File: config.mk
export PLATFORM = sky130hd
export DESIGN_NAME = reg_file
export DESIGN_NICKNAME = d
export VERILOG_FILES = /design/src/rtl/uarch_pkg.sv /design/src/rtl/reg_file.sv
export SDC_FILE = /design/constraint.sdc
export NUM_CORES = 2
export LEC_CHECK = 0
export ABC_AREA = 1
export BUFFER_PORTS_ARGS = -buffer_cell sky130_fd_sc_hd__buf_2
export CAP_MARGIN = 40
export CORE_ASPECT_RATIO = 0.5
export CORE_MARGIN = 2
export CORE_UTILIZATION = 40
export DETAILED_ROUTE_END_ITERATION = 6
export PLACE_DENSITY = 0.6
export SLEW_MARGIN = 20
export SYNTH_ARGS = -nofsm -noshare
export SYNTH_HDL_FRONTEND = slang
export SYNTH_SLANG_ARGS = --single-unit
File: constraint.sdc
create_clock -name clk -period 3.55 [get_ports clk]
set_clock_uncertainty 0.2 [all_clocks]
set_input_delay 0.71 -clock clk [delete_from_list [all_inputs] [get_ports clk]]
set_output_delay 0.71 -clock clk [all_outputs]
set_load 0.02 [all_outputs]
File: src/rtl/uarch_pkg.sv
// Micro-architecture codes of the decode and issue stage.
// Jump kind, operand selects and register address width.
package uarch_pkg;

  localparam int REG_ADDR_W = 5;

  typedef enum logic [1:0] {
    J_NONE,
    J_JAL,
    J_JALR
  } jump_t;

  // second operand source
  typedef enum logic {
    OP2_RF,
    OP2_IMM
  } op2_sel_t;

  // third operand use, memory access or branch compare
  typedef enum logic {
    OP3_MEM,
    OP3_BR
  } op3_sel_t;

endpackage

File: src/rtl/reg_file.sv
// Integer register file. 32 entries, two combinational read ports and
// one write port, x0 reads as zero.
`timescale 1ns/100ps

module reg_file #(
  parameter int XLEN = 32
) (
  input  logic                             clk,
  input  logic                             rst_n,
  input  logic [uarch_pkg::REG_ADDR_W-1:0] raddr0,
  input  logic [uarch_pkg::REG_ADDR_W-1:0] raddr1,
  output logic [XLEN-1:0]                  rdata0,
  output logic [XLEN-1:0]                  rdata1,
  input  logic                             wen,
  input  logic [uarch_pkg::REG_ADDR_W-1:0] waddr,
  input  logic [XLEN-1:0]                  wdata
);

  localparam int NREGS = 1 << uarch_pkg::REG_ADDR_W;

  // x0 has no storage
  logic [XLEN-1:0] regs [1:NREGS-1];

  always_ff @(posedge clk or negedge rst_n) begin
    if (!rst_n) begin
      for (int i = 1; i < NREGS; i++) begin
        regs[i] <= '0;
      end
    end else if (wen && waddr != '0) begin
      regs[waddr] <= wdata;
    end
  end

  assign rdata0 = (raddr0 == '0) ? '0 : regs[raddr0];
  assign rdata1 = (raddr1 == '0) ? '0 : regs[raddr1];

endmodule

==> impl_metrics.toml <==
[outcome]
violations = "design-rule violations"
status = "finished, violations left"

[finish]
final_common_cell = "nand2_1"
largest_reg_flops = 992
regMostFlops = "regs"
final_nets = 9126
final_util_pct = 45.67
reg_top3 = "regs (992)"
area_growth_pct = 13.60
final_cell_area_sq_um = 66410
drive_above_1_share_pct = 6.687
layout_common_cells = "nand2_1 (4,554), nand3_1 (1,152), dfrtp_1 (992), inv_1 (840), o21ai_0 (570)"
fillers = 15050

[sta]
setup_viol = 0
worstMarginPinSlew_ns = 0.8380
slew_headroom_pct = 44.07
rsz0062_at_grt = "no"
fin_crit_ns = 3.498
period_share_pct = 98.55
fin_setup_tns_ns = 0
setup_slack_ns = 0.05150
hold_viol_final = 0
max_freq_ghz = 0.2858
slew_viol_final = 0

[global_routing]
grt_pass1_vias = 55370
grtUsageTotal_pct = 33.53
globalRouteOverflowTotal = 0
antenna_found_initial = 15
grt_max_degree = 96
grt_pass1_wl_mm = 373.4

[flow_run]
cap_violations = 0

[floorplanning]
die_area_sq_um = 149400
num_io_pins = 114
start_util_pct = 40.20
die_w_um = 544.7
die_y_um = 274.3
num_rows = 99
core_region_area_sq_um = 145400

[synth]
synth_fp_nets = 9294
synth_cell_types = 15
ys_seq_area_share_pct = 42.46
yosysWarnings = 0
syn_area_per_cell_sq_um = 6.325
synthesis.area_sq_um = 58460
synth_seq_cells = 992
synth_cells = 9244

[place]
placed_area_sq_um = 62970
dp.final_hpwl_mm = 152.5
place_ws_ns = 0.1286
place_congestion = 0.9110
port_buffers = 113

[routing]
drtAntennaViolNets = 0
wl_per_cell_um = 22.78
vias_per_cell = 5.502
drc = 20
drt_iter0_drc = 9109
drt_wl_total_mm = 253.6
drt_first_pass_iters = 7
num_vias = 61240

[setup_path]
start_kind = "input pin"
critPathRequiredTime_ns = 2.64
rr_worst_depth = 2
worst-setup-path-type = "in -> out"
path_max_fanout = 27
critPathCaptureType = "output pin"
cp_data_arrival_time_ns = 2.59

[clock_network]
cts_tree = "built"
clock_latency_ns = 0.73
cts_buffers = 102
path_clk_slew_ns = 0.07
clock_path_buffers = 3
cts.sinks = 992
htree_num_levels = 3
cts-root-buf = "clkbuf_16"
cts_resized = 0

[pwr]
p_leak_nw = 35.26
ir_worst_vdd_mv = 0.3908
power_density_nw_per_um2 = 516.7
total_power_mw = 34.32

[worst_hold_path]
hold_path.class = "in -> reg"
hold_path_depth = 3
-- logic make-up (layout without fill, tap and decap cells) --
family	after synthesis	after routing	synth area share, %
AND/OR/NAND/NOR	5933	5933	40.61
buffers and inverters	1515	1423	10.05
flip-flops	992	992	42.46
AO/OA/AOI/OAI	804	804	6.883
other	0	9	0
-- per-layer routing --
metal | global-route usage, % | up-vias | part of all wire, %
li1 | - | 28100 | -
met1 | 47.60 | 28910 | 43
met2 | 48.81 | 3630 | 41
met3 | 8.818 | 588 | 12
met4 | 12.11 | 10 | 3.9
met5 | 0 | - | 0.021
-- worst max-delay path, cell delays in order --
cell,delay (ns)
buf_8,0.17
inv_8,0.08
nor2_4,0.19
buf_12,0.28
buf_4,0.23
nand2_1,0.06
nand3_1,0.08
nand3_1,0.07
nand3_1,0.15
nand2_1,0.26
buf_2,0.26
-- where the power goes --
group / switching [mW] / leakage, nW / internal, mW / total (mW)
Clock: 4.93 / 1.69 / 6.45 / 11.4
Combinational: 5.10 / 20.8 / 2.70 / 7.80
Sequential: 1.67 / 12.8 / 13.5 / 15.1
-- worst paths after layout --
check | endpoint | from | slack, ns
hold reg to reg | regs[515] | regs[515] | 0.27
max in group asynchronous | regs[973] | rst_n | 1.73
hold / removal | regs[13] | wdata[13] | 0.17
setup reg to reg | regs[465] | regs[465] | 2.60
min in group asynchronous | regs[955] | rst_n | 0.36
setup / recovery | rdata1[16] | raddr1[0] | 0.05
-- stage by stage --
| step | cells | hold WS (ns) |
|---|---|---|
| 2_1_floorplan | 9244 | 0.2144 |
| 3_3_place_gp | 10940 | 0.2544 |
| 3_5_place_dp | 10940 | 0.2580 |
| 4_1_cts | 11120 | 0.1376 |
| 5_1_grt | 11120 | 0.1655 |
| 6_report | 11130 | 0.1731 |
-- cell usage after synthesis --
cell type	instances	area share [%]
inv_1	845	5.4
a21oi_1	219	1.9
o21ai_0	570	4.9
nor2_1	189	1.2
nor2_2	3	0.032
nand3_1	1156	9.9
nand2_1	4578	29
o21ai_1	15	0.13
nor3_1	6	0.051
dfrtp_1	992	42
buf_1	62	0.40
buf_2	149	1.3
clkbuf_1	445	2.9
inv_2	14	0.090
nor3_4	1	0.028
-- area by class of cell --
cell class / instances / area [sq um] / area share [%]
Antenna cell: 9 / 22.52 / 0.03391
Clock buffer: 151 / 3070 / 4.623
Clock inverter: 29 / 325.3 / 0.4898
Inverter: 859 / 3264 / 4.915
Multi-Input combinational cell: 6737 / 28080 / 42.27
Sequential cell: 992 / 24820 / 37.38
Tap cell: 1969 / 2464 / 3.709
Timing Repair Buffer: 384 / 4368 / 6.577
-- repair_timing --
action | CTS | global route
buffers inserted | 0 | 0
hold buffers | 1 | 0
endpoints found under the hold margin | 32 | 0
Power figures use the tool's default switching activity.
