**src/rtl/isa_pkg.sv**
```systemverilog
// RV32IM encodings and decode types shared by the decoder, the immediate
// generator and the issue stage. Instructions match by {match, mask} pairs.
package isa_pkg;

  // linearized opcode handed from decode to issue
  typedef enum logic [4:0] {
    OP_ADD, OP_SUB, OP_AND, OP_OR, OP_XOR,
    OP_SLT, OP_SLTU, OP_SRA, OP_SRL, OP_SLL,
    OP_LUI, OP_AUIPC, OP_JAL, OP_JALR,
    OP_BEQ, OP_BNE, OP_BLT, OP_BGE, OP_BLTU, OP_BGEU,
    OP_MUL, OP_LW, OP_SW
  } rv_uop;

  typedef enum logic [2:0] {
    IMM_I, IMM_S, IMM_B, IMM_U, IMM_J
  } rv_imm_type;

  // one instruction word seen through the base formats
  typedef union packed {
    struct packed {
      logic [6:0] funct7;
      logic [4:0] rs2;
      logic [4:0] rs1;
      logic [2:0] funct3;
      logic [4:0] rd;
      logic [6:0] opcode;
    } r_fmt;
    struct packed {
      logic [11:0] imm12;
      logic [4:0]  rs1;
      logic [2:0]  funct3;
      logic [4:0]  rd;
      logic [6:0]  opcode;
    } i_fmt;
    struct packed {
      logic [6:0] imm_hi;
      logic [4:0] rs2;
      logic [4:0] rs1;
      logic [2:0] funct3;
      logic [4:0] imm_lo;
      logic [6:0] opcode;
    } s_fmt;
  } rv_inst_t;

  // ------------------------------------------------------------------------
  // match and mask pairs, packed as {match, mask}
  // ------------------------------------------------------------------------
  localparam logic [31:0] MASK_R  = 32'hfe00707f;
  localparam logic [31:0] MASK_F3 = 32'h0000707f;
  localparam logic [31:0] MASK_OP = 32'h0000007f;

  // register-register
  localparam logic [63:0] RV_ADD   = {32'h00000033, MASK_R};
  localparam logic [63:0] RV_SUB   = {32'h40000033, MASK_R};
  localparam logic [63:0] RV_SLL   = {32'h00001033, MASK_R};
  localparam logic [63:0] RV_SLT   = {32'h00002033, MASK_R};
  localparam logic [63:0] RV_SLTU  = {32'h00003033, MASK_R};
  localparam logic [63:0] RV_XOR   = {32'h00004033, MASK_R};
  localparam logic [63:0] RV_SRL   = {32'h00005033, MASK_R};
  localparam logic [63:0] RV_SRA   = {32'h40005033, MASK_R};
  localparam logic [63:0] RV_OR    = {32'h00006033, MASK_R};
  localparam logic [63:0] RV_AND   = {32'h00007033, MASK_R};
  localparam logic [63:0] RV_MUL   = {32'h02000033, MASK_R};

  // register-immediate, shifts keep funct7 in the mask
  localparam logic [63:0] RV_ADDI  = {32'h00000013, MASK_F3};
  localparam logic [63:0] RV_SLTI  = {32'h00002013, MASK_F3};
  localparam logic [63:0] RV_SLTIU = {32'h00003013, MASK_F3};
  localparam logic [63:0] RV_XORI  = {32'h00004013, MASK_F3};
  localparam logic [63:0] RV_ORI   = {32'h00006013, MASK_F3};
  localparam logic [63:0] RV_ANDI  = {32'h00007013, MASK_F3};
  localparam logic [63:0] RV_SLLI  = {32'h00001013, MASK_R};
  localparam logic [63:0] RV_SRLI  = {32'h00005013, MASK_R};
  localparam logic [63:0] RV_SRAI  = {32'h40005013, MASK_R};
  localparam logic [63:0] RV_LUI   = {32'h00000037, MASK_OP};
  localparam logic [63:0] RV_AUIPC = {32'h00000017, MASK_OP};

  // memory
  localparam logic [63:0] RV_LW    = {32'h00002003, MASK_F3};
  localparam logic [63:0] RV_SW    = {32'h00002023, MASK_F3};

  // control flow
  localparam logic [63:0] RV_JAL   = {32'h0000006f, MASK_OP};
  localparam logic [63:0] RV_JALR  = {32'h00000067, MASK_F3};
  localparam logic [63:0] RV_BEQ   = {32'h00000063, MASK_F3};
  localparam logic [63:0] RV_BNE   = {32'h00001063, MASK_F3};
  localparam logic [63:0] RV_BLT   = {32'h00004063, MASK_F3};
  localparam logic [63:0] RV_BGE   = {32'h00005063, MASK_F3};
  localparam logic [63:0] RV_BLTU  = {32'h00006063, MASK_F3};
  localparam logic [63:0] RV_BGEU  = {32'h00007063, MASK_F3};

endpackage

```
**src/rtl/imm_gen.sv**
```systemverilog
// Immediate generator. Assembles the I, S, B, U or J immediate of an
// instruction and sign-extends it to the operand width.
`timescale 1ns/100ps

module imm_gen #(
  parameter int XLEN = 32
) (
  input  isa_pkg::rv_inst_t   inst,
  input  isa_pkg::rv_imm_type imm_sel,
  output logic [XLEN-1:0]     imm
);

  logic signed [31:0] imm32;

  always_comb begin
    case (imm_sel)
      isa_pkg::IMM_I: imm32 = 32'($signed(inst.i_fmt.imm12));
      isa_pkg::IMM_S: imm32 = 32'($signed({inst.s_fmt.imm_hi, inst.s_fmt.imm_lo}));
      // branch offset scattered over the store fields
      isa_pkg::IMM_B: imm32 = 32'($signed({inst.s_fmt.imm_hi[6], inst.s_fmt.imm_lo[0],
                                           inst.s_fmt.imm_hi[5:0], inst.s_fmt.imm_lo[4:1],
                                           1'b0}));
      isa_pkg::IMM_U: imm32 = {inst.i_fmt.imm12, inst.i_fmt.rs1, inst.i_fmt.funct3, 12'b0};
      // jump offset, bits 19:12 sit in rs1 and funct3
      isa_pkg::IMM_J: imm32 = 32'($signed({inst.i_fmt.imm12[11], inst.i_fmt.rs1,
                                           inst.i_fmt.funct3, inst.i_fmt.imm12[0],
                                           inst.i_fmt.imm12[10:1], 1'b0}));
      default:        imm32 = '0;
    endcase
  end

  // further sign extension for wider operands
  assign imm = XLEN'(imm32);

endmodule

```
**config.mk**
```make
export PLATFORM = sky130hd
export DESIGN_NAME = imm_gen
export DESIGN_NICKNAME = d
export VERILOG_FILES = /design/src/rtl/isa_pkg.sv /design/src/rtl/imm_gen.sv
export SDC_FILE = /design/constraint.sdc
export NUM_CORES = 1
export LEC_CHECK = 0
export BUFFER_PORTS_ARGS = -buffer_cell sky130_fd_sc_hd__buf_2
export CORE_MARGIN = 3
export CORE_UTILIZATION = 34
export DETAILED_ROUTE_END_ITERATION = 8
export PLACE_DENSITY = 0.87
export SYNTH_ARGS = -nofsm -noshare
export SYNTH_HDL_FRONTEND = slang
export SYNTH_SLANG_ARGS = --single-unit
```
**constraint.sdc**
```tcl
create_clock -name vclk -period 1.6
set_clock_uncertainty 0.1 [all_clocks]
set_input_delay 0.24 -clock vclk [all_inputs]
set_output_delay 0.24 -clock vclk [all_outputs]
set_load 0.03 [all_outputs]
```
==> impl_results.md, run 1 <==
- Seq/Total Area, Yosys: 0
- Req. time, crit path: between 1 and 1.5 ns
- Die Height: approximately 46 um
- Setup-failing EPs final: 0
- Pwr Density: between 400 and 500 nW/um2
- Global-route wire length before repair: roughly 3.3 mm
- FMAX: about 630 MHz
- Leak: around 0.53 nW
- Iteration-0 DRC Markers: 23
- Cts hold-fix bufs: 0
- Hold Violations, Final: 0
- Syn. warnings: 0
- Worst Path Buf+Inv: 2
- Register area: 0 um2
- Total power: a little over 0.4 mW
- Final Instance Area: 918 um2
- Cell taking the most area after synthesis: a21oi_1
- Worst Hold Path EP: imm[30]
- Final WS setup: about 0.0085 ns
- Max stage delay on crit path: roughly 0.36 ns
- Worst hold start: inst[30]
- Maximum VDD drop: between 0.2 and 0.25 mV
- Io pins: 67
- GRT Resource Usage Total: 0.196
- Remaining DRCs: 0
- Synth Instances: 94
- RSZ-0062 raised after global routing: yes
- Area of the multi-input gates: between 400 and 500 um2
- Largest net degree at the start of global routing: 15
- Area of the mapped netlist: approximately 540 um2
- Vias per cell: about 5.2
- # diodes: 0
- Count leader, synth: nand2_1
- Worst-path fanout max: 12
- Seq_cells: 0
- Die Area: 2100 um2
- Final ANT Viol Nets: 0
- Fin crit share: 0.995
- Remaining Overflow, GRT: 0
- Crit path max-delay cell type: maj3_2
- Critical path data arrival time: between 1 and 1.5 ns
- Routed WL: between 2 and 2.5 mm
- WHS Path Cells: 4
- Max_cap viols: 0
- Final Max Tran Viols: 0
- WS Path Type: input pin to output pin
- Antenna violations before repair: 0
- Die width: between 40 and 50 um
- Initial Utilization: 0.386
- Hold Crit Class: input pin to output pin
- Drt pass-1 iters: 4
- Clock buffer count: 0
- Measured slew at the worst slew-check pin: around 0.21 ns
- CP delay by family, top: adder cells
- Yosys cell types: 20
- FP Rows: 13
- Synth area leaders: a21oi_1 (16%), nand2_1 (15%), o22ai_1 (14%)
- Mapped Nets: 129
- Dpl ws: -0.0904 ns
- Placed cell area: around 840 um2
- CP endpoint kind: output pin
- Startpoint class of the critical path: input pin
- Final layout net count: approximately 190
- Post-DP HPWL: roughly 1.6 mm
- Vias in the first global route: ~760
- Synth top cells by count: nand2_1 (22), a21oi_1 (17), o22ai_1 (12)
- Layout cells sized above 1: 0.517
- P&R area growth vs syn: 69.9%
- Final-layout fill cell count: ~130
- PortBufs: 60
- Final core occ: 0.657
- RD Place Congestion: 0.713
- Status: completed
- Syn Area/Cell: approximately 5.8 um2
- Final min period: 1.59 ns
- Relative slew slack: 0.860
- Core area: 1400 um2
- Setup TNS Final: 0 ns
- Via count: around 860
- Worst-path cell chain: clkbuf_4 -> maj3_2 -> nand2b_4 -> nand2_1 -> buf_4
- DR WL/cell: about 14 um
- Yosys top cell area share: 0.157
worst max path at each step:
stage / from / to / slack, ns / cells past startpoint
2_1_floorplan: imm_sel[0] / imm[12] / -0.006 / 5
3_3_place_gp: imm_sel[0] / imm[16] / -0.03 / 5
3_5_place_dp: imm_sel[0] / imm[16] / -0.09 / 5
4_1_cts: imm_sel[0] / imm[16] / 0.001 / 5
5_1_grt: imm_sel[0] / imm[10] / -0.05 / 5
6_report: imm_sel[0] / imm[27] / 0.008 / 5
tightest hold or removal path, delay by kind of cell:
kind | cells | cell delay (ns)
buf+inv | 2 | 0.21
simple gates | 2 | 0.11
cells by family after synthesis:
group | share of synthesized area
mux | 0.102
simple gates | 0.394
fa+ha+maj | 0.0208
compound gates | 0.322
buf+inv | 0.162
timing repair:
item | 4_1_cts | 5_1_grt
setup buffers | 0 | 2
hold endpoints to repair | 0 | 0
pin swaps | 0 | 1
setup endpoints to repair | 9 | 20
resized for setup | 2 | 38
layer usage:
layer / up-vias / routed length [um] / global-route usage
met3: 0 / 99 / 0.00791
met2: 31 / 1340 / 0.382
met1: 393 / 828 / 0.244
met5: - / 0 / 0
li1: 435 / - / -
met4: 0 / 0 / 0
layout make-up:
| type | instances | share of cell area |
|---|---|---|
| Tap cell | 15 | 0.0204 |
| Timing Repair Buffer | 68 | 0.452 |
| Multi-Input combinational cell | 78 | 0.507 |
| Inverter | 5 | 0.0204 |
per-stage QoR:
stage | hold WS (ns) | std cells
final | 0.705 | 166
after global routing | 0.730 | 166
after CTS | 0.721 | 164
after detailed placement | 0.738 | 164
after global placement | 0.725 | 164
after floorplan | 0.578 | 94
layout by cell type (no fill, tap or decap):
| cell | count |
|---|---|
| a21oi_1 | 17 |
| mux2_2 | 4 |
| and3b_2 | 1 |
| mux2i_1 | 1 |
| buf_2 | 41 |
| nor2b_2 | 1 |
| maj3_2 | 1 |
| nor3_1 | 1 |
| and2_1 | 1 |
| and2b_1 | 2 |
| o32ai_2 | 1 |
| o22ai_1 | 12 |
| nand2b_4 | 1 |
| clkbuf_4 | 3 |
| nor2b_1 | 6 |
| nand2b_1 | 5 |
| buf_6 | 2 |
| buf_4 | 22 |
| nand2_1 | 22 |
| inv_1 | 5 |
| o21ai_0 | 1 |
| and2_2 | 1 |
power by group:
part / switching, mW / internal (mW)
combinational: 0.253 / 0.159
sequential: 0 / 0
clock: 0 / 0
total: 0.253 / 0.159
Power figures use the tool's default switching activity.
==> inputs of run 2 (changes only) <==
--- a/config.mk
+++ b/config.mk
@@ -6,7 +6,7 @@
 export NUM_CORES = 1
 export LEC_CHECK = 0
 export BUFFER_PORTS_ARGS = -buffer_cell sky130_fd_sc_hd__buf_2
-export CORE_MARGIN = 3
+export CORE_MARGIN = 2
 export CORE_UTILIZATION = 34
 export DETAILED_ROUTE_END_ITERATION = 8
 export PLACE_DENSITY = 0.87
==> constraint.sdc (replaced) <==
create_clock -name vclk -period 1.5
set_clock_uncertainty 0.1 [all_clocks]
set_input_delay 0.225 -clock vclk [all_inputs]
set_output_delay 0.225 -clock vclk [all_outputs]
set_load 0.03 [all_outputs]
==> run 2 against run 1 <==
Net effect:
- final area grew 14%
- power increased by 18%
- worst setup slack improved by 0.017 ns
- die area shrank 8.5%
- count of clock-buffer cells in the layout unchanged
- critical path depth unchanged
- worst hold slack worse by 0.035 ns
- first-iteration DRC count down 57%
- routed wire length up 1.7%
- non-clock buffer count up 2
- global-route usage increased by 1.5 points
- sequential share of layout area unchanged
- critical endpoint is now imm[28]
==> impl_results.md, run 2 (same netlist as run 1, synthesis figures left out) <==
- Status: completed
- Sw Pwr: 0.286 mW
- GRT Resource Usage Total: 0.211
- Commonest non-fill, non-tap cell in the layout: buf_2
- RD Place Congestion: approximately 0.7
- Io pins: 67
- Post-DP HPWL: between 1.5 and 2 mm
- Remaining Overflow, GRT: 0
- Combinational cell fraction of total power: 1.000
- Placed cell count: 169
- Fin crit share: 0.983
- Final min period: ~1.5 ns
- Pwr Density: 465 nW/um2
- DR WL/cell: 13.6 um
- Die Area: between 1500 and 2000 um2
- Vias in the first global route: approximately 740
- Die width: roughly 44 um
- Setup TNS Final: 0 ns
- Worst Setup SP: imm_sel[0]
- Global-route wire length before repair: about 3.2 mm
- FP Rows: 14
- Post-CTS setup buffers: 0
- # diodes: 0
- Final Instance Area: between 1000 and 1500 um2
- Largest net degree at the start of global routing: 13
- Placed cell area: 905 um2
- Seq_cells: 0
- Relative slew slack: 0.791
- WS Path Type: input pin to output pin
- CP endpoint kind: output pin
- Final ANT Viol Nets: 0
- Core area: around 1500 um2
- Critical path data arrival time: ~1.2 ns
- Worst-path fanout max: 12
- Vias per cell: around 5.2
- Remaining DRCs: 0
- Hold Crit Class: input pin to output pin
- Startpoint class of the critical path: input pin
- Clock buffer count: 0
- Cts hold-fix bufs: 0
- CP Capture Point: imm[28]
- Via count: 883
- Iteration-0 DRC Markers: 10
- Req. time, crit path: around 1.2 ns
- Leak: between 0.5 and 0.6 nW
- FMAX: between 600 and 700 MHz
- Pint: 0.202 mW
- RSZ-0062 raised after global routing: yes
- Hold Violations, Final: 0
- Drt pass-1 iters: 4
- PortBufs: 60
- Setup-failing EPs final: 0
- Initial Utilization: 0.359
- P&R area growth vs syn: 94.2%
- Final layout net count: around 190
- Final Max Tran Viols: 0
- Max_cap viols: 0
- Clock power share: 0
- Final-layout fill cell count: 118
- Measured slew at the worst slew-check pin: 0.313 ns
- Die Height: approximately 44 um
- Antenna violations before repair: 0
- Reg power frac: 0
- Routed WL: between 2 and 2.5 mm
- Most frequent cells in the layout: buf_2 (32), buf_4 (29), nand2_1 (16), a21oi_1 (16), buf_6 (9)
- Switching share of power: 0.587
- Maximum VDD drop: 0.288 mV
- Layout cells sized above 1: 0.597
- Register area: 0 um2
- Final non-filler cell total: between 150 and 200
[run 2: cell count changes in the layout (fill, tap and decap cells not counted), moves of 3 or more]
cell,change
buf_2,-9
buf_4,+7
buf_6,+7
clkbuf_4,-3
nand2_1,-6
nand2_2,+5
o22ai_1,-4
o22ai_2,+4
[run 2: layer usage]
layer  GRT usage  wire length (um)
met5           0                 0
met4     0.00606                 0
met3           0                69
met2       0.429              1360
met1       0.254               882
[run 2: critical path, cell delays in order]
cell and delay, ns:
buf_6 0.13, maj3_2 0.35, nand2b_4 0.21, nand2_2 0.10, buf_6 0.13
[run 2: metrics by stage]
stage / util / power, mW / worst slack (ns) / hold slack [ns]
floorplan: - / 0.286 / -0.0761 / 0.546
global placement: 0.600 / 0.405 / -0.0127 / 0.696
detailed placement: 0.600 / 0.416 / -0.0667 / 0.702
CTS: 0.634 / 0.441 / 0.00178 / 0.672
global route: 0.697 / 0.516 / -0.0192 / 0.707
finish: 0.697 / 0.488 / 0.0251 / 0.671
[run 2: area by class of cell]
class                           count  area, um2  share of cell area
Multi-Input combinational cell     79        532               0.507
Inverter                            5       18.8              0.0179
Timing Repair Buffer               70        479               0.456
Tap cell                           16       20.0              0.0191
[run 2: repair_timing]
action                                  CTS  global route
cloned                                    0             1
endpoints found under the setup margin   18            28
gates resized for setup                  20            38
pin swaps                                 0             3
[run 2: how the worst min path moves through the flow]
| stage | start | end | cells after the start |
|---|---|---|---|
| final | inst[21] | imm[21] | 4 |
| after global routing | inst[21] | imm[21] | 4 |
| after CTS | inst[26] | imm[26] | 4 |
| after detailed placement | inst[26] | imm[26] | 4 |
| after global placement | inst[26] | imm[26] | 4 |
| after floorplan | imm_sel[1] | imm[0] | 2 |
[run 2: power by group through the flow]
stage	registers, mW	clock network [mW]	logic, mW
global placement	0	0	0.405
global route	0	0	0.516
CTS	0	0	0.441
detailed placement	0	0	0.416
finish	0	0	0.488
floorplan	0	0	0.286
