## config.mk

```make
export PLATFORM = sky130hd
export DESIGN_NAME = issue_stage_flat
export DESIGN_NICKNAME = d
export VERILOG_FILES = /design/src/rtl/isa_pkg.sv /design/src/rtl/uarch_pkg.sv /design/src/rtl/decode_if.sv /design/src/rtl/issue_stage.sv /design/src/flat_wrapper.sv
export SDC_FILE = /design/constraint.sdc
export NUM_CORES = 1
export LEC_CHECK = 0
export BUFFER_PORTS_ARGS = -buffer_cell sky130_fd_sc_hd__buf_2
export CORE_ASPECT_RATIO = 0.75
export CORE_MARGIN = 2
export CORE_UTILIZATION = 53
export DETAILED_ROUTE_END_ITERATION = 8
export PLACE_DENSITY = 0.87
export SKIP_CTS_REPAIR_TIMING = 1
export SYNTH_ARGS = -nofsm -noshare
export SYNTH_HDL_FRONTEND = slang
export SYNTH_SLANG_ARGS = --single-unit
```

## constraint.sdc

```tcl
create_clock -name clk -period 35.8 [get_ports clk]
set_input_delay 7.16 -clock clk [delete_from_list [all_inputs] [get_ports clk]]
set_output_delay 7.16 -clock clk [all_outputs]
set_load 0.05 [all_outputs]
```

## src/rtl/isa_pkg.sv

```systemverilog
// RV32IM encodings and decode types shared by the decoder, the immediate
// generator and the issue stage. Instructions match by {match, mask} pairs.
package isa_pkg;

  // linearized opcode handed from decode to issue
  typedef enum logic [4:0] {
    OP_ADD, OP_SUB, OP_AND, OP_OR, OP_XOR,
    OP_SLT, OP_SLTU, OP_SRA, OP_SRL, OP_SLL,
    OP_LUI, OP_AUIPC, OP_JAL, OP_JALR,
    OP_BEQ, OP_BNE, OP_BLT, OP_BGE, OP_BLTU, OP_BGEU,
    OP_MUL, OP_LW, OP_SW
  } rv_uop;

  typedef enum logic [2:0] {
    IMM_I, IMM_S, IMM_B, IMM_U, IMM_J
  } rv_imm_type;

  // one instruction word seen through the base formats
  typedef union packed {
    struct packed {
      logic [6:0] funct7;
      logic [4:0] rs2;
      logic [4:0] rs1;
      logic [2:0] funct3;
      logic [4:0] rd;
      logic [6:0] opcode;
    } r_fmt;
    struct packed {
      logic [11:0] imm12;
      logic [4:0]  rs1;
      logic [2:0]  funct3;
      logic [4:0]  rd;
      logic [6:0]  opcode;
    } i_fmt;
    struct packed {
      logic [6:0] imm_hi;
      logic [4:0] rs2;
      logic [4:0] rs1;
      logic [2:0] funct3;
      logic [4:0] imm_lo;
      logic [6:0] opcode;
    } s_fmt;
  } rv_inst_t;

  // ------------------------------------------------------------------------
  // match and mask pairs, packed as {match, mask}
  // ------------------------------------------------------------------------
  localparam logic [31:0] MASK_R  = 32'hfe00707f;
  localparam logic [31:0] MASK_F3 = 32'h0000707f;
  localparam logic [31:0] MASK_OP = 32'h0000007f;

  // register-register
  localparam logic [63:0] RV_ADD   = {32'h00000033, MASK_R};
  localparam logic [63:0] RV_SUB   = {32'h40000033, MASK_R};
  localparam logic [63:0] RV_SLL   = {32'h00001033, MASK_R};
  localparam logic [63:0] RV_SLT   = {32'h00002033, MASK_R};
  localparam logic [63:0] RV_SLTU  = {32'h00003033, MASK_R};
  localparam logic [63:0] RV_XOR   = {32'h00004033, MASK_R};
  localparam logic [63:0] RV_SRL   = {32'h00005033, MASK_R};
  localparam logic [63:0] RV_SRA   = {32'h40005033, MASK_R};
  localparam logic [63:0] RV_OR    = {32'h00006033, MASK_R};
  localparam logic [63:0] RV_AND   = {32'h00007033, MASK_R};
  localparam logic [63:0] RV_MUL   = {32'h02000033, MASK_R};

  // register-immediate, shifts keep funct7 in the mask
  localparam logic [63:0] RV_ADDI  = {32'h00000013, MASK_F3};
  localparam logic [63:0] RV_SLTI  = {32'h00002013, MASK_F3};
  localparam logic [63:0] RV_SLTIU = {32'h00003013, MASK_F3};
  localparam logic [63:0] RV_XORI  = {32'h00004013, MASK_F3};
  localparam logic [63:0] RV_ORI   = {32'h00006013, MASK_F3};
  localparam logic [63:0] RV_ANDI  = {32'h00007013, MASK_F3};
  localparam logic [63:0] RV_SLLI  = {32'h00001013, MASK_R};
  localparam logic [63:0] RV_SRLI  = {32'h00005013, MASK_R};
  localparam logic [63:0] RV_SRAI  = {32'h40005013, MASK_R};
  localparam logic [63:0] RV_LUI   = {32'h00000037, MASK_OP};
  localparam logic [63:0] RV_AUIPC = {32'h00000017, MASK_OP};

  // memory
  localparam logic [63:0] RV_LW    = {32'h00002003, MASK_F3};
  localparam logic [63:0] RV_SW    = {32'h00002023, MASK_F3};

  // control flow
  localparam logic [63:0] RV_JAL   = {32'h0000006f, MASK_OP};
  localparam logic [63:0] RV_JALR  = {32'h00000067, MASK_F3};
  localparam logic [63:0] RV_BEQ   = {32'h00000063, MASK_F3};
  localparam logic [63:0] RV_BNE   = {32'h00001063, MASK_F3};
  localparam logic [63:0] RV_BLT   = {32'h00004063, MASK_F3};
  localparam logic [63:0] RV_BGE   = {32'h00005063, MASK_F3};
  localparam logic [63:0] RV_BLTU  = {32'h00006063, MASK_F3};
  localparam logic [63:0] RV_BGEU  = {32'h00007063, MASK_F3};

endpackage

```

## src/rtl/uarch_pkg.sv

```systemverilog
// Micro-architecture codes of the decode and issue stage.
// Jump kind, operand selects and register address width.
package uarch_pkg;

  localparam int REG_ADDR_W = 5;

  typedef enum logic [1:0] {
    J_NONE,
    J_JAL,
    J_JALR
  } jump_t;

  // second operand source
  typedef enum logic {
    OP2_RF,
    OP2_IMM
  } op2_sel_t;

  // third operand use, memory access or branch compare
  typedef enum logic {
    OP3_MEM,
    OP3_BR
  } op3_sel_t;

endpackage

```

## src/rtl/decode_if.sv

```systemverilog
// Decoded control from the instruction decoder to the issue stage.
`timescale 1ns/100ps

interface decode_if;

  logic                                val;
  isa_pkg::rv_uop                      uop;
  uarch_pkg::jump_t                    jal;
  logic [uarch_pkg::REG_ADDR_W-1:0]    raddr0;
  logic [uarch_pkg::REG_ADDR_W-1:0]    raddr1;
  logic [uarch_pkg::REG_ADDR_W-1:0]    waddr;
  logic                                wen;
  isa_pkg::rv_imm_type                 imm_sel;
  uarch_pkg::op2_sel_t                 op2_sel;
  uarch_pkg::op3_sel_t                 op3_sel;

  modport decoder_mp (
    output val, uop, jal, raddr0, raddr1, waddr, wen, imm_sel, op2_sel, op3_sel
  );

  modport issue_mp (
    input val, uop, jal, raddr0, raddr1, waddr, wen, imm_sel, op2_sel, op3_sel
  );

endinterface

```

## src/rtl/issue_stage.sv

```systemverilog
// Issue stage. Tracks pending destinations in a scoreboard, stalls fetch
// on a hazard and registers one issue packet per accepted instruction.
`timescale 1ns/100ps

module issue_stage #(
  parameter int XLEN = 32
) (
  input  logic                             clk,
  input  logic                             rst_n,
  decode_if.issue_mp                       dec,
  input  logic                             inst_val,
  input  logic [XLEN-1:0]                  imm,
  input  logic [XLEN-1:0]                  rdata0,
  input  logic [XLEN-1:0]                  rdata1,
  input  logic                             wb_en,
  input  logic [uarch_pkg::REG_ADDR_W-1:0] wb_addr,
  output logic                             stall,
  output logic                             iss_val,
  output isa_pkg::rv_uop                   iss_uop,
  output uarch_pkg::jump_t                 iss_jal,
  output uarch_pkg::op3_sel_t              iss_op3_sel,
  output logic [uarch_pkg::REG_ADDR_W-1:0] iss_waddr,
  output logic                             iss_wen,
  output logic [XLEN-1:0]                  iss_op1,
  output logic [XLEN-1:0]                  iss_op2,
  output logic [XLEN-1:0]                  iss_store_data,
  output logic [XLEN-1:0]                  iss_imm,
  output logic                             illegal
);

  localparam int NREGS = 1 << uarch_pkg::REG_ADDR_W;

  logic [NREGS-1:0] pending;
  logic [NREGS-1:0] use_mask;
  logic [NREGS-1:0] set_mask;
  logic [NREGS-1:0] clr_mask;
  logic             accept;
  logic             issue;

  // ------------------------------------------------------------------------
  // scoreboard and stall
  // ------------------------------------------------------------------------

  // bit 0 is never pending, so unused fields at x0 never stall
  assign use_mask = (NREGS'(1) << dec.raddr0) | (NREGS'(1) << dec.raddr1)
                  | (NREGS'(1) << dec.waddr);

  // RAW on a source or WAW on the destination
  assign stall  = inst_val && dec.val && |(pending & use_mask);
  assign accept = inst_val && !stall;
  assign issue  = accept && dec.val;

  assign set_mask = (issue && dec.wen && dec.waddr != '0) ? NREGS'(1) << dec.waddr : '0;
  assign clr_mask = wb_en ? NREGS'(1) << wb_addr : '0;

  always_ff @(posedge clk or negedge rst_n) begin
    if (!rst_n) begin
      pending <= '0;
      iss_val <= 1'b0;
      illegal <= 1'b0;
    end else begin
      // a new issue wins over a writeback to the same register
      pending <= (pending & ~clr_mask) | set_mask;
      iss_val <= issue;
      illegal <= accept && !dec.val;
    end
  end

  // ------------------------------------------------------------------------
  // issue packet
  // ------------------------------------------------------------------------
  always_ff @(posedge clk) begin
    if (issue) begin
      iss_uop        <= dec.uop;
      iss_jal        <= dec.jal;
      iss_op3_sel    <= dec.op3_sel;
      iss_waddr      <= dec.waddr;
      iss_wen        <= dec.wen;
      iss_op1        <= rdata0;
      iss_op2        <= (dec.op2_sel == uarch_pkg::OP2_IMM) ? imm : rdata1;
      iss_store_data <= rdata1;
      iss_imm        <= imm;
    end
  end

endmodule

```

## src/flat_wrapper.sv

```systemverilog
// flat-port wrapper written by rule: the top's interface ports become plain ports
module issue_stage_flat 
#(
  parameter int XLEN = 32
)
  (clk, rst_n, inst_val, imm, rdata0, rdata1, wb_en, wb_addr, stall, iss_val, iss_uop, iss_jal, iss_op3_sel, iss_waddr, iss_wen, iss_op1, iss_op2, iss_store_data, iss_imm, illegal, dec_val, dec_uop, dec_jal, dec_raddr0, dec_raddr1, dec_waddr, dec_wen, dec_imm_sel, dec_op2_sel, dec_op3_sel);
  decode_if dec_i ();
  input  logic clk;
  input  logic rst_n;
  input  logic inst_val;
  input  logic [XLEN-1:0] imm;
  input  logic [XLEN-1:0] rdata0;
  input  logic [XLEN-1:0] rdata1;
  input  logic wb_en;
  input  logic [uarch_pkg::REG_ADDR_W-1:0] wb_addr;
  output logic stall;
  output logic iss_val;
  output isa_pkg::rv_uop iss_uop;
  output uarch_pkg::jump_t iss_jal;
  output uarch_pkg::op3_sel_t iss_op3_sel;
  output logic [uarch_pkg::REG_ADDR_W-1:0] iss_waddr;
  output logic iss_wen;
  output logic [XLEN-1:0] iss_op1;
  output logic [XLEN-1:0] iss_op2;
  output logic [XLEN-1:0] iss_store_data;
  output logic [XLEN-1:0] iss_imm;
  output logic illegal;
  input wire logic [$bits(dec_i.val)-1:0] dec_val;
  input wire logic [$bits(dec_i.uop)-1:0] dec_uop;
  input wire logic [$bits(dec_i.jal)-1:0] dec_jal;
  input wire logic [$bits(dec_i.raddr0)-1:0] dec_raddr0;
  input wire logic [$bits(dec_i.raddr1)-1:0] dec_raddr1;
  input wire logic [$bits(dec_i.waddr)-1:0] dec_waddr;
  input wire logic [$bits(dec_i.wen)-1:0] dec_wen;
  input wire logic [$bits(dec_i.imm_sel)-1:0] dec_imm_sel;
  input wire logic [$bits(dec_i.op2_sel)-1:0] dec_op2_sel;
  input wire logic [$bits(dec_i.op3_sel)-1:0] dec_op3_sel;
  assign dec_i.val = dec_val;
  assign dec_i.uop = dec_uop;
  assign dec_i.jal = dec_jal;
  assign dec_i.raddr0 = dec_raddr0;
  assign dec_i.raddr1 = dec_raddr1;
  assign dec_i.waddr = dec_waddr;
  assign dec_i.wen = dec_wen;
  assign dec_i.imm_sel = dec_imm_sel;
  assign dec_i.op2_sel = dec_op2_sel;
  assign dec_i.op3_sel = dec_op3_sel;
  issue_stage #(.XLEN(XLEN)) u_core (.clk(clk), .rst_n(rst_n), .dec(dec_i), .inst_val(inst_val), .imm(imm), .rdata0(rdata0), .rdata1(rdata1), .wb_en(wb_en), .wb_addr(wb_addr), .stall(stall), .iss_val(iss_val), .iss_uop(iss_uop), .iss_jal(iss_jal), .iss_op3_sel(iss_op3_sel), .iss_waddr(iss_waddr), .iss_wen(iss_wen), .iss_op1(iss_op1), .iss_op2(iss_op2), .iss_store_data(iss_store_data), .iss_imm(iss_imm), .illegal(illegal));
endmodule
```

==> results of run 1 <==
## logic make-up after synthesis
logic type | Yosys count | synth area share
simple gates | 170 | 0.136
mux | 41 | 0.0596
flops | 176 | 0.673
compound gates | 114 | 0.105
buf+inv | 45 | 0.0270
## worst reg2reg max path: cells and delay by family, from the launching register on
kind            cells  cell delay [ns]
compound gates      2             0.62
simple gates        4             1.13
buf+inv             3             1.77
flops               1             0.46
## worst paths after layout
| check | to | depth (start not counted) | slack, ns | start |
|---|---|---|---|---|
| max | stall | 10 | 18.23 | dec_waddr[1] |
| min | u_core.pending[31] | 2 | 0.62 | u_core.pending[31] |
| max reg2reg | u_core.iss_op1[7] | 9 | 31.37 | u_core.pending[0] |
| min reg2reg | u_core.pending[31] | 2 | 0.62 | u_core.pending[31] |
| max in group asynchronous | u_core.pending[9] | 1 | 28.50 | rst_n |
| min in group asynchronous | u_core.pending[10] | 1 | 6.80 | rst_n |
## cell type report
type                       instances  area, sq um
clock inverter                    14          201
multi-input combinational        325         2290
fill                             947         4140
tap                              175          219
timing repair buffer             281         1420
inverter                           8         30.0
clock buffer                      18          429
antenna                            1         2.50
sequential                       176         5110
## metrics by stage
step | util | hold WS [ns] | power, mW
floorplan | - | 0.486 | 0.327
global placement | 0.655 | 0.580 | 0.349
detailed placement | 0.655 | 0.590 | 0.350
CTS | 0.701 | 0.606 | 0.543
global route | 0.701 | 0.634 | 0.558
finish | 0.701 | 0.620 | 0.542
## state kept, by name, summed over array words and instances, names as in the netlist
name                   flops
u_core.illegal             1
u_core.iss_wen             1
u_core.iss_waddr           5
u_core.iss_imm            32
u_core.iss_op1            32
u_core.iss_uop             5
u_core.iss_op3_sel         1
u_core.iss_op2            32
u_core.iss_jal             2
u_core.iss_store_data     32
u_core.pending            32
u_core.iss_val             1
## layout by cell type, fill, tap and decap left out, drive strengths merged, types with 4 or more instances in the layout
master	Yosys	final
clkinv	1	5
nor2	12	12
clkbuf	17	18
o41ai	5	5
nand4	16	16
o21ai	45	45
nand4b	5	5
nor3	5	5
nand3b	12	12
o32ai	9	9
dfrtp	34	34
and3	4	4
nor2b	12	12
nor4	5	5
or3b	4	4
edfxtp	142	142
or4	5	5
mux2	34	34
buf	20	281
a32oi	5	5
nand3	26	26
or4bb	4	4
nand2	28	28
a211oi	4	4
inv	7	12
o22ai	4	4
o31ai	18	18
mux2i	7	7
nand2b	12	12
## power by group
part / total, mW / switching, mW / internal, mW
Clock: 0.195 / 0.0818 / 0.113
Combinational: 0.0958 / 0.0726 / 0.0231
Sequential: 0.252 / 0.0102 / 0.242
## per-layer routing
metal | global-route usage | vias to the layer above
met5 | 0 | -
li1 | - | 2703
met3 | 0.114 | 33
met4 | 0.0962 | 0
met2 | 0.464 | 399
met1 | 0.384 | 2940
==> qor.yml, run 1 <==
routing:
  drcViolationCount: 0
  met2_length_mm: 10.6
  antenna_left: 0
  met1_length_mm: 8.67
  vias: 6075
  avgViaCountPerCell: 6.09
  wl_per_cell_um: 22.7
  drtIter0Drc: 686
  highest_layer: "met4"
  routed_wl_mm: 22.7
  firstDrtPassIters: 5
  dr_wl_met3_mm: 2.97
clock_network:
  cts_sinks: 176
  cts_tree: "done"
  insertion_delay_ns: 0.43
  path_clk_slew_ns: 0.07
  ctsLongestPathBuffers: 2
  cts_root_buf: "clkbuf_16"
  numCtsBuffers: 17
  h-tree-depth: 4
timing:
  period_share: 0.491
  period_minus_slack_ns: 17.57
  slew_violations: 0
  setup_viol_count_final: 0
  worst_slew_pin_slew_ns: 1.02
  tns_ns: 0
  worst_slack_ns: 18.23
  fin_skew_ns: 0.0166
  slew_headroom: 0.317
  fmax_mhz: 56.9
  grt_setup_unrepaired: "false"
  hold_viol_final: 0
global_routing:
  antenna_found_initial: 1
  grt_pass1_vias: 5831
  grt_usage: 0.296
  grt_max_degree: 86
  grt_pass1_wl_mm: 33.5
  grt-ovfl-total: 0
floorplanning:
  io_pins: 279
  die_x_um: 142
  core_sq_mm: 0.0138
  initial_utilization: 0.549
  num_rows: 37
  dieArea_sq_mm: 0.0153
  die_h_um: 108
cells_and_area:
  final_cells: 998
  stdcell_area_sq_mm: 0.00971
  synthToLayoutAreaGrowth_pct: 27.7
  drive_above_1_share: 0.437
  final_nets: 943
placed_design:
  port_buffers: 275
  detailed_place.area_sq_mm: 0.00907
  place_ws_ns: 18.36
  place_inst: 965
  finalWeightedCongestion: 1.01
  hpwl_mm: 16.4
worst_setup_path:
  arrival_ns: 10.41
  worstPathRequired_ns: 28.64
  crit_buf_inv: 5
  cp_max_fo: 33
  crit_path_end_kind: "output port"
  max_stage_delay_ns: 0.64
  worstPathCellList: "buf_2, buf_4, clkinv_1, nand4_1, o211ai_1, or4_1, or4_1, buf_4, o21ba_2, buf_2"
  slowest_stage: "clkinv_1"
  critPathKind: "in2out"
  start_kind: "primary input"
  critPathTopFamily: "buffers and inverters"
job:
  maxCapViolCount: 0
yosys:
  netlist_area_sq_mm: 0.00760
  synth_top_area_frac: 0.561
  syn_inst: 546
  syn_nets: 680
  synth-main-ff-cell: "edfxtp_1"
  synthArstFlopShare: 0.193
  ys_types: 63
  synth_area_leaders: "edfxtp_1, dfrtp_1, mux2_2"
  yosys.cell_count.top_type: "edfxtp_1"
  synth_area_per_cell_sq_um: 13.9
  synth_top_cell_by_area: "edfxtp_1"
  ys_ff_latch: 176
  ys_top_cells_by_count: "edfxtp_1, o21ai_0, dfrtp_1, mux2_2, nand2_1"
  synth_edf_count: 142
  ys_seq_area_frac: 0.673
  yosysWarnings: 0
worst_hold_path:
  hold_class: "reg2reg"
power:
  vdd_drop_max_uv: 43.7
  leakage_nw: 3.81
  power_density_mw_per_mm2: 55.9
status:
  status: "finished, final reports clean"
(Power assumes the default switching activity.)
==> run 2, diff against run 1 <==
Settings changed: CORE_UTILIZATION 53 to 50, PLACE_DENSITY 0.87 to 0.83.
Clock period 35.8 ns to 16.7 ns, I/O delays scaled along.
==> run 2 against run 1 <==
Cell count grew 2.7%. Global-route usage shrank 2.4 points. Clock skew shrank 0.0044 ns. Routed wire length shrank 1.6%. Clock power grew 93%. First-iteration DRC count grew 13%. Critical path depth is the same. Final area shrank 0.34%. Register-to-register slack lost 19 ns. Critical path type unchanged. Largest cell class unchanged.
==> qor.yml, run 2 (synthesis gave the netlist of run 1 again) <==
timing:
  tns_ns: 0
  fmax_mhz: 102
  hold_viol_final: 0
  slew_headroom: 0.258
  fin_skew_ns: 0.0122
  period_share: 0.585
  slew_violations: 0
  worst_slew_pin_slew_ns: 1.11
  setup_viol_count_final: 0
  grt_setup_unrepaired: "false"
  period_minus_slack_ns: 9.78
clock_network:
  cts_sinks: 176
  numCtsBuffers: 17
  cts_tree: "done"
  path_clk_slew_ns: 0.06
  cts_root_buf: "clkbuf_16"
  ctsLongestPathBuffers: 2
  insertion_delay_ns: 0.42
  h-tree-depth: 4
cells_and_area:
  synthToLayoutAreaGrowth_pct: 27.2
  layout_commonest_cell: "buf_2"
  drive_above_1_share: 0.437
  fin_util: 0.661
  stdcell_area_sq_mm: 0.00967
  fill_cells: 1145
  final_nets: 943
  final_cells: 1025
  mostFrequentLayoutCells: "buf_2, edfxtp_1, o21ai_0"
routing:
  drcViolationCount: 0
  antenna_left: 0
  wl_per_cell_um: 21.8
  vias: 6003
  drtIter0Drc: 773
  routed_wl_mm: 22.3
  avgViaCountPerCell: 5.86
  firstDrtPassIters: 7
floorplanning:
  die_x_um: 146
  die_h_um: 111
  core_sq_mm: 0.0146
  initial_utilization: 0.519
  dieArea_sq_mm: 0.0162
  num_rows: 38
  io_pins: 279
placed_design:
  detailed_place.area_sq_mm: 0.00910
  place_inst: 990
  port_buffers: 275
  hpwl_mm: 16.4
  finalWeightedCongestion: 0.948
worst_setup_path:
  arrival_ns: 6.44
  crit_path_end_kind: "output port"
  worstPathRequired_ns: 13.36
  cp_max_fo: 33
  critPathKind: "in2out"
  start_kind: "primary input"
worst_hold_path:
  hold_class: "reg2reg"
global_routing:
  grt_pass1_vias: 5721
  grt_pass1_wl_mm: 33.5
  grt_max_degree: 90
  grt-ovfl-total: 0
  antenna_found_initial: 3
  grt_usage: 0.273
power:
  leakage_nw: 3.79
  vdd_drop_max_uv: 83.4
  power_density_mw_per_mm2: 116
job:
  maxCapViolCount: 0
status:
  status: "finished, final reports clean"
==> run 2: cell types whose count changed in the layout (fill, tap and decap cells not counted) <==
cell and delta:
bufinv_16 -3, clkinv_2 +2, clkinv_4 -2, clkinvlp_4 -2, diode_2 +2, inv_6 +5
==> run 2: final timing paths <==
check | start | endpoint | slack [ns] | cells after the start
worst max-delay path | dec_waddr[1] | stall | 6.92 | 10
worst min-delay path | u_core.pending[22] | u_core.pending[22] | 0.61 | 2
worst max register to register | u_core.pending[18] | u_core.iss_waddr[0] | 12.32 | 9
worst min register to register | u_core.pending[22] | u_core.pending[22] | 0.61 | 2
max in group asynchronous | rst_n | u_core.pending[20] | 13.22 | 1
min in group asynchronous | rst_n | u_core.pending[12] | 2.99 | 1
==> run 2: layout make-up <==
cell class	instances	area (sq um)	area share
Inverter	8	30.0	0.00310
Sequential cell	176	5110	0.529
Clock inverter	14	133	0.0137
Timing Repair Buffer	281	1420	0.147
Multi-Input combinational cell	325	2290	0.236
Clock buffer	18	429	0.0444
Antenna cell	3	7.51	0.000776
Tap cell	200	250	0.0259
==> run 2: metrics by stage <==
| step | power, mW | hold WS (ns) | setup slack [ns] |
|---|---|---|---|
| final | 1.12 | 0.615 | 6.92 |
| after global routing | 1.16 | 0.626 | 6.79 |
| after CTS | 1.13 | 0.602 | 6.98 |
| after detailed placement | 0.751 | 0.586 | 6.99 |
| after global placement | 0.748 | 0.578 | 7.00 |
| after floorplan | 0.702 | 0.486 | 0.738 |
==> run 2: layer usage <==
metal,wire length (um),part of all wire,vias to the layer above,global-route usage
met3,2750,0.12,44,0.103
met4,505,0.023,0,0.0906
met5,0,0,-,0
li1,-,-,2702,-
met1,8710,0.39,2886,0.369
met2,10300,0.46,371,0.409
==> run 2: critical path: stages <==
cell	delay, ns
buf_2	0.07
buf_4	0.33
clkinv_1	0.61
nand4_1	0.24
o211ai_1	0.11
or4_1	0.47
or4_1	0.53
buf_4	0.26
o21ba_2	0.23
buf_2	0.21
==> run 2: power breakdown <==
part	leakage (nW)	internal [mW]	switching (mW)	total, mW
logic	1.73	0.0495	0.153	0.203
registers	1.78	0.518	0.0238	0.542
clock network	0.281	0.198	0.178	0.376
total	3.79	0.766	0.355	1.12
